### config.mk
export PLATFORM = sky130hd
export DESIGN_NAME = sdf_fft8_top
export DESIGN_NICKNAME = d
export VERILOG_FILES = /design/src/common/fft_pkg.sv /design/src/sdf_stage/delay_line.sv /design/src/sdf_stage/butterfly_r2.sv /design/src/sdf_stage/stage_ctrl.sv /design/src/sdf_stage/sdf_stage.sv /design/src/design/sdf_fft8_top.sv
export SDC_FILE = /design/constraint.sdc
export NUM_CORES = 2
export LEC_CHECK = 0
export BUFFER_PORTS_ARGS = -buffer_cell sky130_fd_sc_hd__buf_2
export CAP_MARGIN = 5
export CORE_MARGIN = 8
export CORE_UTILIZATION = 54
export DETAILED_ROUTE_END_ITERATION = 6
export GPL_ROUTABILITY_DRIVEN = 0
export GPL_TIMING_DRIVEN = 1
export PLACE_DENSITY = 0.71
export SETUP_SLACK_MARGIN = 0.1
export SYNTH_ARGS = -nofsm -noshare
export SYNTH_HDL_FRONTEND = slang
export SYNTH_SLANG_ARGS = --single-unit
### constraint.sdc
create_clock -name clk -period 11.5 [get_ports clk]
set_input_delay 2.875 -clock clk [delete_from_list [all_inputs] [get_ports clk]]
set_output_delay 2.875 -clock clk [all_outputs]
set_load 0.02 [all_outputs]
### src/common/fft_pkg.sv
// Shared types and constants of the 8-point SDF FFT
// Complex sample structs for each stage width, twiddle and phase encodings
package fft_pkg;

    // Number of points in one frame
    localparam int FFT_N = 8;

    // sqrt(2)/2 in Q1.14, applied to the W1 and W3 twiddles
    localparam logic signed [15:0] TW_C = 16'sd11585;
    localparam int TW_SHIFT = 14;                     // Drops the Q1.14 fraction after a multiply

    // Stage input, 16 bit parts
    typedef struct packed {
        logic signed [15:0] re;
        logic signed [15:0] im;
    } cplx16_t;

    // Stage 1 output
    typedef struct packed {
        logic signed [16:0] re;
        logic signed [16:0] im;
    } cplx17_t;

    // Stage 2 output
    typedef struct packed {
        logic signed [17:0] re;
        logic signed [17:0] im;
    } cplx18_t;

    // Stage 3 output, the result of the FFT
    typedef struct packed {
        logic signed [18:0] re;
        logic signed [18:0] im;
    } cplx19_t;

    // The value is the power of W8
    typedef enum logic [1:0] {
        TW_ONE = 2'd0,  // 1
        TW_W1  = 2'd1,  // (1-j)/sqrt(2)
        TW_MJ  = 2'd2,  // -j
        TW_W3  = 2'd3   // (-1-j)/sqrt(2)
    } twiddle_e;

    typedef enum logic {
        PH_FILL = 1'b0, // Input goes into the delay line, stored difference goes out
        PH_BFLY = 1'b1  // Sum goes out, difference goes into the delay line
    } phase_e;

endpackage

### src/sdf_stage/delay_line.sv
// Feedback delay line of an SDF stage
// Shift register of DEPTH complex samples, shifts on every clock
`timescale 1ns/1ps

module delay_line #(
    parameter int  DEPTH = 4,
    parameter type T     = logic [31:0]
) (
    input  logic clk,
    input  logic rst,
    input  T     data_i,
    output T     data_o
);

    T [DEPTH-1:0] sr;

    always_ff @(posedge clk or negedge rst) begin
        if (!rst) begin
            sr <= '0;
        end else begin
            sr[0] <= data_i;
            for (int i = 1; i < DEPTH; i++) begin
                sr[i] <= sr[i-1];
            end
        end
    end

    // Oldest entry goes back to the butterfly
    assign data_o = sr[DEPTH-1];

endmodule

### src/sdf_stage/butterfly_r2.sv
// Radix-2 DIF butterfly with trivial twiddle multiplication
// Sums and differences in the butterfly phase, twiddled differences in the fill phase
`timescale 1ns/1ps

module butterfly_r2 import fft_pkg::*; #(
    parameter type in_t  = cplx16_t,
    parameter type out_t = cplx17_t
) (
    input  phase_e   phase_i,
    input  twiddle_e twiddle_i,
    input  in_t      a_i,       // New sample from the input register
    input  out_t     b_i,       // Sample coming back from the delay line
    output out_t     out_o,
    output out_t     sr_o       // Into the delay line
);

    localparam int WO = $bits(out_t) / 2;

    logic signed [WO-1:0] a_re;
    logic signed [WO-1:0] a_im;
    logic signed [WO:0]   b_re;
    logic signed [WO:0]   b_im;
    logic signed [WO:0]   sum_ri;   // re + im
    logic signed [WO:0]   dif_ir;   // im - re
    logic signed [WO:0]   neg_ri;   // -re - im
    logic signed [WO-1:0] w_re;
    logic signed [WO-1:0] w_im;

    // Multiply by sqrt(2)/2 and truncate back to the output width
    function automatic logic signed [WO-1:0] tw_mul(input logic signed [WO:0] x);
        logic signed [WO+16:0] prod;
        prod = x * TW_C;
        return WO'(prod >>> TW_SHIFT);
    endfunction

    // Sign extension happens on assignment
    assign a_re = a_i.re;
    assign a_im = a_i.im;

    // One bit wider so the twiddle sums cannot wrap
    assign b_re = b_i.re;
    assign b_im = b_i.im;

    assign sum_ri = b_re + b_im;
    assign dif_ir = b_im - b_re;
    assign neg_ri = -b_re - b_im;

    always_comb begin
        case (twiddle_i)
            TW_W1: begin
                w_re = tw_mul(sum_ri);
                w_im = tw_mul(dif_ir);
            end
            TW_MJ: begin
                w_re = b_i.im;              // Rotate by -90 degrees
                w_im = -b_i.re;
            end
            TW_W3: begin
                w_re = tw_mul(dif_ir);
                w_im = tw_mul(neg_ri);
            end
            default: begin
                w_re = b_i.re;
                w_im = b_i.im;
            end
        endcase
    end

    always_comb begin
        if (phase_i == PH_BFLY) begin
            out_o.re = b_i.re + a_re;       // x[n] + x[n+DELAY]
            out_o.im = b_i.im + a_im;
            sr_o.re  = b_i.re - a_re;       // Difference waits DELAY cycles for its slot
            sr_o.im  = b_i.im - a_im;
        end else begin
            out_o.re = w_re;
            out_o.im = w_im;
            sr_o.re  = a_re;
            sr_o.im  = a_im;
        end
    end

endmodule

### src/sdf_stage/stage_ctrl.sv
// SDF stage controller
// Tracks the frame position of the registered sample, selects phase and twiddle,
// and delays the valid so it lines up with the butterfly output
`timescale 1ns/1ps

module stage_ctrl import fft_pkg::*; #(
    parameter int DELAY = 4
) (
    input  logic     clk,
    input  logic     rst,
    input  logic     valid_i,   // Valid of the registered sample
    output phase_e   phase_o,
    output twiddle_e twiddle_o,
    output logic     valid_o
);

    localparam int CW   = $clog2(2 * DELAY);
    localparam int STEP = 4 / DELAY;    // Twiddle power step per position, W8^(c*4/DELAY)

    // Pipe stages that still feed the counter on the next cycle, all but the last one
    localparam logic [DELAY-1:0] PEND_MASK = {DELAY{1'b1}} >> 1;

    logic [CW-1:0]    cnt;
    logic [DELAY-1:0] vpipe;
    logic             pending;
    logic [1:0]       tw_pow;

    // Keep counting while a frame is in or its differences are still draining.
    // A new frame therefore has to start back to back or after the drain is over
    assign pending = valid_i || |(vpipe & PEND_MASK);

    always_ff @(posedge clk or negedge rst) begin
        if (!rst) begin
            cnt <= '0;
        end else if (!pending) begin
            cnt <= '0;                          // Idle, next sample starts at position 0
        end else if (cnt == CW'(2 * DELAY - 1)) begin
            cnt <= '0;
        end else begin
            cnt <= cnt + 1'b1;
        end
    end

    // The valid pipe runs DELAY deep, the stage input register adds the last cycle
    always_ff @(posedge clk or negedge rst) begin
        if (!rst) begin
            vpipe <= '0;
        end else begin
            vpipe <= DELAY'({vpipe, valid_i});
        end
    end

    assign valid_o = vpipe[DELAY-1];

    assign tw_pow = 2'(cnt * STEP);

    // First half of the frame fills the delay line, second half does the butterfly
    always_comb begin
        if (cnt < CW'(DELAY)) begin
            phase_o   = PH_FILL;
            twiddle_o = twiddle_e'(tw_pow);
        end else begin
            phase_o   = PH_BFLY;
            twiddle_o = TW_ONE;     // Not used while summing
        end
    end

endmodule

### src/sdf_stage/sdf_stage.sv
// One radix-2 SDF stage
// Input register, controller, feedback delay line and butterfly
// Output follows the input by DELAY+1 cycles
`timescale 1ns/1ps

module sdf_stage import fft_pkg::*; #(
    parameter int  DELAY = 4,
    parameter type in_t  = cplx16_t,
    parameter type out_t = cplx17_t
) (
    input  logic clk,
    input  logic rst,
    input  logic valid_i,
    input  in_t  data_i,
    output logic valid_o,
    output out_t data_o
);

    in_t      data_r;   // Registered sample, butterfly operand A
    logic     valid_r;
    phase_e   phase;
    twiddle_e twiddle;
    out_t     sr_in;    // Butterfly into the delay line
    out_t     fb_out;   // Delay line back into the butterfly

    // Every stage input is registered, so no combinational path crosses stages
    always_ff @(posedge clk or negedge rst) begin
        if (!rst) begin
            data_r  <= '0;
            valid_r <= 1'b0;
        end else begin
            data_r  <= data_i;
            valid_r <= valid_i;
        end
    end

    stage_ctrl #(
        .DELAY (DELAY)
    ) u_ctrl (
        .clk       (clk),
        .rst       (rst),
        .valid_i   (valid_r),
        .phase_o   (phase),
        .twiddle_o (twiddle),
        .valid_o   (valid_o)
    );

    delay_line #(
        .DEPTH (DELAY),
        .T     (out_t)
    ) u_delay (
        .clk    (clk),
        .rst    (rst),
        .data_i (sr_in),
        .data_o (fb_out)
    );

    butterfly_r2 #(
        .in_t  (in_t),
        .out_t (out_t)
    ) u_bfly (
        .phase_i   (phase),
        .twiddle_i (twiddle),
        .a_i       (data_r),
        .b_i       (fb_out),
        .out_o     (data_o),
        .sr_o      (sr_in)
    );

endmodule

### src/design/sdf_fft8_top.sv
// 8-point radix-2 SDF FFT, decimation in frequency
// Three stages with feedback delays 4, 2 and 1, output in bit-reversed order
// Fixed latency of 10 cycles, each stage adds one bit of growth
`timescale 1ns/1ps

module sdf_fft8_top import fft_pkg::*; (
    input  logic    clk,
    input  logic    rst,
    input  logic    valid_i,
    input  cplx16_t data_i,
    output logic    valid_o,
    output cplx19_t data_o
);

    logic    valid_s1;
    cplx17_t data_s1;
    logic    valid_s2;
    cplx18_t data_s2;

    // First stage pairs x[n] with x[n+4]
    sdf_stage #(
        .DELAY (4),
        .in_t  (cplx16_t),
        .out_t (cplx17_t)
    ) u_stage1 (
        .clk     (clk),
        .rst     (rst),
        .valid_i (valid_i),
        .data_i  (data_i),
        .valid_o (valid_s1),
        .data_o  (data_s1)
    );

    sdf_stage #(
        .DELAY (2),
        .in_t  (cplx17_t),
        .out_t (cplx18_t)
    ) u_stage2 (
        .clk     (clk),
        .rst     (rst),
        .valid_i (valid_s1),
        .data_i  (data_s1),
        .valid_o (valid_s2),
        .data_o  (data_s2)
    );

    // Last stage only needs the trivial twiddle
    sdf_stage #(
        .DELAY (1),
        .in_t  (cplx18_t),
        .out_t (cplx19_t)
    ) u_stage3 (
        .clk     (clk),
        .rst     (rst),
        .valid_i (valid_s2),
        .data_i  (data_s2),
        .valid_o (valid_o),
        .data_o  (data_o)
    );

endmodule

==> Yosys cells after proc, flatten, opt, wreduce, memory -nomap -nowiden <==
Index checks and enable logic that the tools add are counted.
{ "word_totals": {"reg_bits": 364, "input_bits": 35, "out_inout_bits": 39, "elab_cells": 92} }
{ "op_classes": {"add_sub_neg": 25, "n_mul": 6, "magnitude_cmp": 3, "n_eq_ne": 8, "muxes": 18, "reduce_logical": 3} }
{ "op_table": {"columns": ["cell", "n"], "rows": [
  ["one-hot mux 18 bit (3 select lines)", 2],
  ["one-hot mux 17 bit (3 select lines)", 2],
  ["multiplier 19 x 15 -> 32 bit, second input constant", 3],
  ["multiplier 18 x 15 -> 31 bit, second input constant", 3],
  ["two-way mux 38 bit", 2],
  ["two-way mux 36 bit", 2],
  ["two-way mux 34 bit", 2],
  ["subtractor 19 x 18 -> 19 bit", 3],
  ["subtractor 18 x 17 -> 18 bit", 3],
  ["adder 19 x 18 -> 19 bit", 2],
  ["adder 18 x 17 -> 18 bit", 2],
  ["adder 17 x 16 -> 17 bit", 2],
  ["subtractor 17 x 16 -> 17 bit", 2],
  ["adder 18 x 18 -> 19 bit", 1],
  ["negator 18 -> 19 bit", 1],
  ["subtractor 18 x 18 -> 19 bit", 1],
  ["adder 17 x 17 -> 18 bit", 1],
  ["negator 17 -> 18 bit", 1],
  ["negator 18 bit", 1],
  ["subtractor 17 x 17 -> 18 bit", 1],
  ["negator 17 bit", 1],
  ["equality test 2 bit, second input constant", 5],
  ["two-way mux 2 bit", 4],
  ["two-way mux 3 bit", 2],
  ["other kinds (11)", 14]
]} }

==> Depth between registers and ports, before layout <==
{ "logic_depth": {"ltp_word": 5, "depth_mapped": 34, "mapped_depth_nobuf": 34} }

==> By module <==
A second synthesis with hierarchy kept.
{ "unflattened": {"hier_cells": 7380, "area_unflattened_um2": 69794.4} }
{ "by_module_without_submodules": {"columns": ["mod", "instances", "cells_each", "area_per_inst_um2", "seq_area_each_um2"], "rows": [
  ["butterfly_r2 at u_stage3.u_bfly", 1, 2456, 21176.6, 0.0],
  ["butterfly_r2 at u_stage2.u_bfly", 1, 2264, 19645.1, 0.0],
  ["butterfly_r2 at u_stage1.u_bfly", 1, 2206, 19177.1, 0.0],
  ["delay_line at u_stage1.u_delay", 1, 170, 3658.5, 3403.3],
  ["delay_line at u_stage2.u_delay", 1, 108, 2072.0, 1801.7],
  ["delay_line at u_stage3.u_delay", 1, 38, 950.9, 950.9],
  ["sdf_stage at u_stage3", 1, 37, 925.9, 925.9],
  ["sdf_stage at u_stage2", 1, 35, 875.8, 875.8],
  ["sdf_stage at u_stage1", 1, 33, 825.8, 825.8],
  ["stage_ctrl at u_stage1.u_ctrl", 1, 15, 244.0, 175.2],
  ["stage_ctrl at u_stage2.u_ctrl", 1, 12, 160.2, 100.1],
  ["stage_ctrl at u_stage3.u_ctrl", 1, 6, 82.6, 50.0]
]} }

==> Worst setup path before layout <==
OpenSTA, ideal clock, no wires.
{ "synth_timing": {"kind": "reg-to-reg", "start": "reg u_stage1.u_delay.sr (netlist bit u_stage1.u_delay.data_o[19])", "end": "reg u_stage2.data_r[32] (netlist bit)", "setup_time_ps": 121, "arrival_ps": 8309, "required_time_ps": 11379, "setup_slack_ps": 3070, "path_stages_with_launch": 28, "n_path_buf": 0, "period_less_slack_ps": 8430, "path_cell_list": "dfrtp_1 > inv_1 > ha_1 > nand3b_1 > a21oi_1 > o21ai_0 > a21o_1 > a211oi_1 > a211o_1 > a31oi_1 > nor2b_1 > o41ai_1 > ha_1 > inv_1 > fa_1 > inv_1 > fa_1 > fa_1 > fa_1 > ha_1 > ha_1 > nand4_1 > or2_2 > o31ai_1 > nand2_1 > a31oi_1 > o21ai_0 > a22o_1"} }
{ "synth_rtl": {"columns": ["element", "line", "rtl"], "rows": [
  ["from (decl)", "delay_line.sv:15", "T [DEPTH-1:0] sr;"],
  ["from (signal, indexed assignment)", "delay_line.sv:23", "sr[i] <= sr[i-1];"],
  ["to (signal assigned)", "sdf_stage.sv:32", "data_r <= data_i;"],
  ["to (decl)", "sdf_stage.sv:19", "in_t data_r;"]
]} }

==> results.txt <==
Outcome - complete, no violations
Max Cap Viol - 0
GR Util met1 - 31.90%
Synth Flop Type - dfrtp_1
Setup_tns - 0 ns
Total gr overflow - 0
Grt met3 use - 3.136%
Crit-path max cell delay - 0.53 ns
Hold Path Class - reg -> reg
Width of the die - 274.4 um
Critical Path Sink Type - register
# IOs - 74
Critical hold path startpoint - u_stage1.u_delay.sr[93]
Req. time, crit path - 11.93 ns
Post-Syn Area - 36050 um2
Max-slew violation count - 0
H-tree Lvls - 2
HPWL after detailed placement - 72060 um
Leading post-synthesis cells by cell area - dfrtp_1 25%, ha_1 22%, fa_1 12%
Most frequent cell after synthesis - ha_1
GRT busiest layer - met2
Core area - 65980 um2
Row count - 94
Hold-fix buffers, CTS - 0
Post-synth top area share - 25.26%
RR Endpoint - u_stage2.data_r[14]
Synthesis Warnings - 0
Vias - 26930
Final ANT Viol Nets - 0
Startpoint Class - register
Pre-CTS WS - 2.740 ns
Worst Path Arrival - 9.35 ns
CTS root buf - clkbuf_16
Post-synth ARST share - 100.0%
Die area - 75290 um2
Clock sinks - 364
Sequential cell area - 9121 um2
Mapped Cells - 3795
Synth cell count leaders - 642 x ha_1, 548 x inv_1, 364 x dfrtp_1
RSZ-0062 raised after global routing - no
M2 GR Usage - 40.89%
Port bufs - 73
CTS Buffer Depth - 3
1st-iter DRT viols - 2036
Final Worst Setup Slack - 2.581 ns
WHS - 0.3409 ns
Avg WL per Cell - 19.04 um
#FFs+latches synth - 364
Post-synth EDFFs - 0
Largest net degree at the start of global routing - 169
Syn-to-layout area delta - 7.160%
Depth of the worst register-to-register path - 30
Flop-to-flop setup slack - 2.58 ns
Gr usage total - 24.21%
Nets - 4707
Slowest CP cell - a211oi_1
Syn Area/Cell - 9.500 um2
Tcrit/Tclk final - 77.56%
Antenna violations before repair - 1
Clock latency on the worst-skew pair - 0.57 ns
Post-synthesis sequential area ratio - 25.26%
Synth cell types - 84
CTS tree - done
Hold Path Cell Cnt - 0
Yosys top cell by area - dfrtp_1
Final Hold Fails - 0
Post-CTS setup buffer count - 0
Max-slew headroom - 22.69%
Post-CTS sizing - 0
Die span in y - 274.4 um
Final setup violating endpoints - 0
Fmax achieved - 112.1 MHz
Share of layout cells above drive strength 1 - 5.817%
Routed wire length - 89770 um
FILL cells - 5677
Critical path class - reg -> reg
Hold EP - u_stage1.u_delay.data_o[25]
Final min period - 8.919 ns
Area of the multi-input gates - 24410 um2
Origin of the critical flop-to-flop path - u_stage1.u_delay.data_o[18]
Clock skew - 0.02194 ns
CTS clk-pin slew, worst paths - 0.06 ns
Initial Utilization - 54.64%
Final core occ - 58.55%
First-pass GRT wire length - 145500 um
Syn nets - 4684
Crit Path Max Fanout - 15
DR vias/cell - 5.710
TritonCTS buffer count - 42
Vias in the first global route - 27210
Worst Max-Slew Pin Slew - 1.151 ns
Pre-Repair DR Iteration Count - 7
Drt drc - 0
==> per-stage QoR <==
step | instances | cell area, um2
after global placement | 4638 | 37180
final | 4716 | 38630
after CTS | 4715 | 38630
after floorplan | 3795 | 36050
after global routing | 4715 | 38630
after detailed placement | 4638 | 37180
==> worst max-delay path, delay by kind of cell, from the launching register on <==
kind	cells	cell delay (ns)
adder cells (fa/ha/maj)	10	3.93
AND/OR/NAND/NOR	3	0.63
buffers and inverters	4	0.74
flip-flops	1	0.49
XOR/XNOR	1	0.23
AO/OA/AOI/OAI	12	2.76
==> placed cells by master, fill, tap and decap left out, types with 18 or more instances in the layout <==
| cell | netlist | final |
|---|---|---|
| a21o_1 | 40 | 40 |
| dfrtp_1 | 364 | 360 |
| o31ai_1 | 24 | 24 |
| nor2_1 | 232 | 232 |
| a31oi_1 | 30 | 30 |
| fa_1 | 212 | 212 |
| buf_2 | 2 | 72 |
| nor3_1 | 75 | 75 |
| xor2_1 | 67 | 67 |
| nand2b_1 | 33 | 33 |
| inv_1 | 548 | 548 |
| clkbuf_16 | 0 | 43 |
| nor4_1 | 23 | 23 |
| nand2_1 | 155 | 155 |
| nor2b_1 | 50 | 50 |
| ha_1 | 642 | 641 |
| or3_1 | 26 | 26 |
| o21bai_1 | 44 | 44 |
| nand3_1 | 54 | 54 |
| or2_2 | 18 | 18 |
| a21oi_1 | 258 | 258 |
| xnor2_1 | 229 | 229 |
| o21ai_0 | 195 | 195 |
| a211oi_1 | 27 | 27 |
| mux2i_1 | 51 | 51 |
==> registers in the layout, indices dropped and copies added (netlist names) <==
register	count
u_stage1.u_delay.sr	102
u_stage2.u_delay.data_o	36
u_stage3.data_r	36
u_stage1.u_ctrl.vpipe	4
u_stage3.valid_r	1
u_stage3.u_delay.data_o	38
u_stage2.u_ctrl.vpipe	2
u_stage2.u_delay.sr	36
u_stage1.u_delay.data_o	34
u_stage2.data_r	34
u_stage1.u_ctrl.cnt	3
u_stage2.valid_r	1
u_stage2.u_ctrl.cnt	2
u_stage3.u_ctrl.valid_o	1
u_stage1.data_r	32
u_stage3.u_ctrl.cnt	1
u_stage1.valid_r	1
==> worst max path at each step <==
stage	end	cells past startpoint	slack, ns	startpoint
after floorplan	u_stage2.data_r[32]	27	3.07	u_stage1.u_delay.data_o[19]
after global placement	u_stage2.data_r[14]	30	2.89	u_stage1.u_delay.data_o[18]
after detailed placement	u_stage2.data_r[14]	30	2.74	u_stage1.u_delay.data_o[18]
after CTS	u_stage2.data_r[14]	30	2.70	u_stage1.u_delay.data_o[18]
after global routing	u_stage2.data_r[31]	32	2.06	u_stage1.u_delay.data_o[19]
final	u_stage2.data_r[14]	30	2.58	u_stage1.u_delay.data_o[18]
==> area by class of cell <==
class / count / area share [%]
diodes: 1 / 0.006477
clock buffers: 58 / 3.112
clock inverters: 19 / 0.6348
inverters: 551 / 5.353
multi-input cells: 2771 / 63.19
flip-flops and latches: 364 / 23.61
well taps: 864 / 2.798
repair buffers: 88 / 1.295
==> routing by layer <==
layer	wire length, um	part of all wire [%]	vias to the layer above
li1	-	-	12910
met1	39240	44	13080
met2	42050	47	775
met3	5124	5.7	170
met4	3356	3.7	0
met5	0	0	-
==> logic make-up (layout without fill, tap and decap cells) <==
family,Yosys count,after routing,share of synthesized area (%)
compound gates,793,793,13.86
buf+inv,660,716,7.048
fa+ha+maj,854,854,34.05
xor+xnor,296,296,7.191
other cells,0,1,0
simple gates,756,756,10.17
flops,364,364,25.26
mux,72,72,2.415
Power is left out: the tool's default activity adds up to more than one toggle a clock period on the data nets, which glitch-free logic cannot reach.
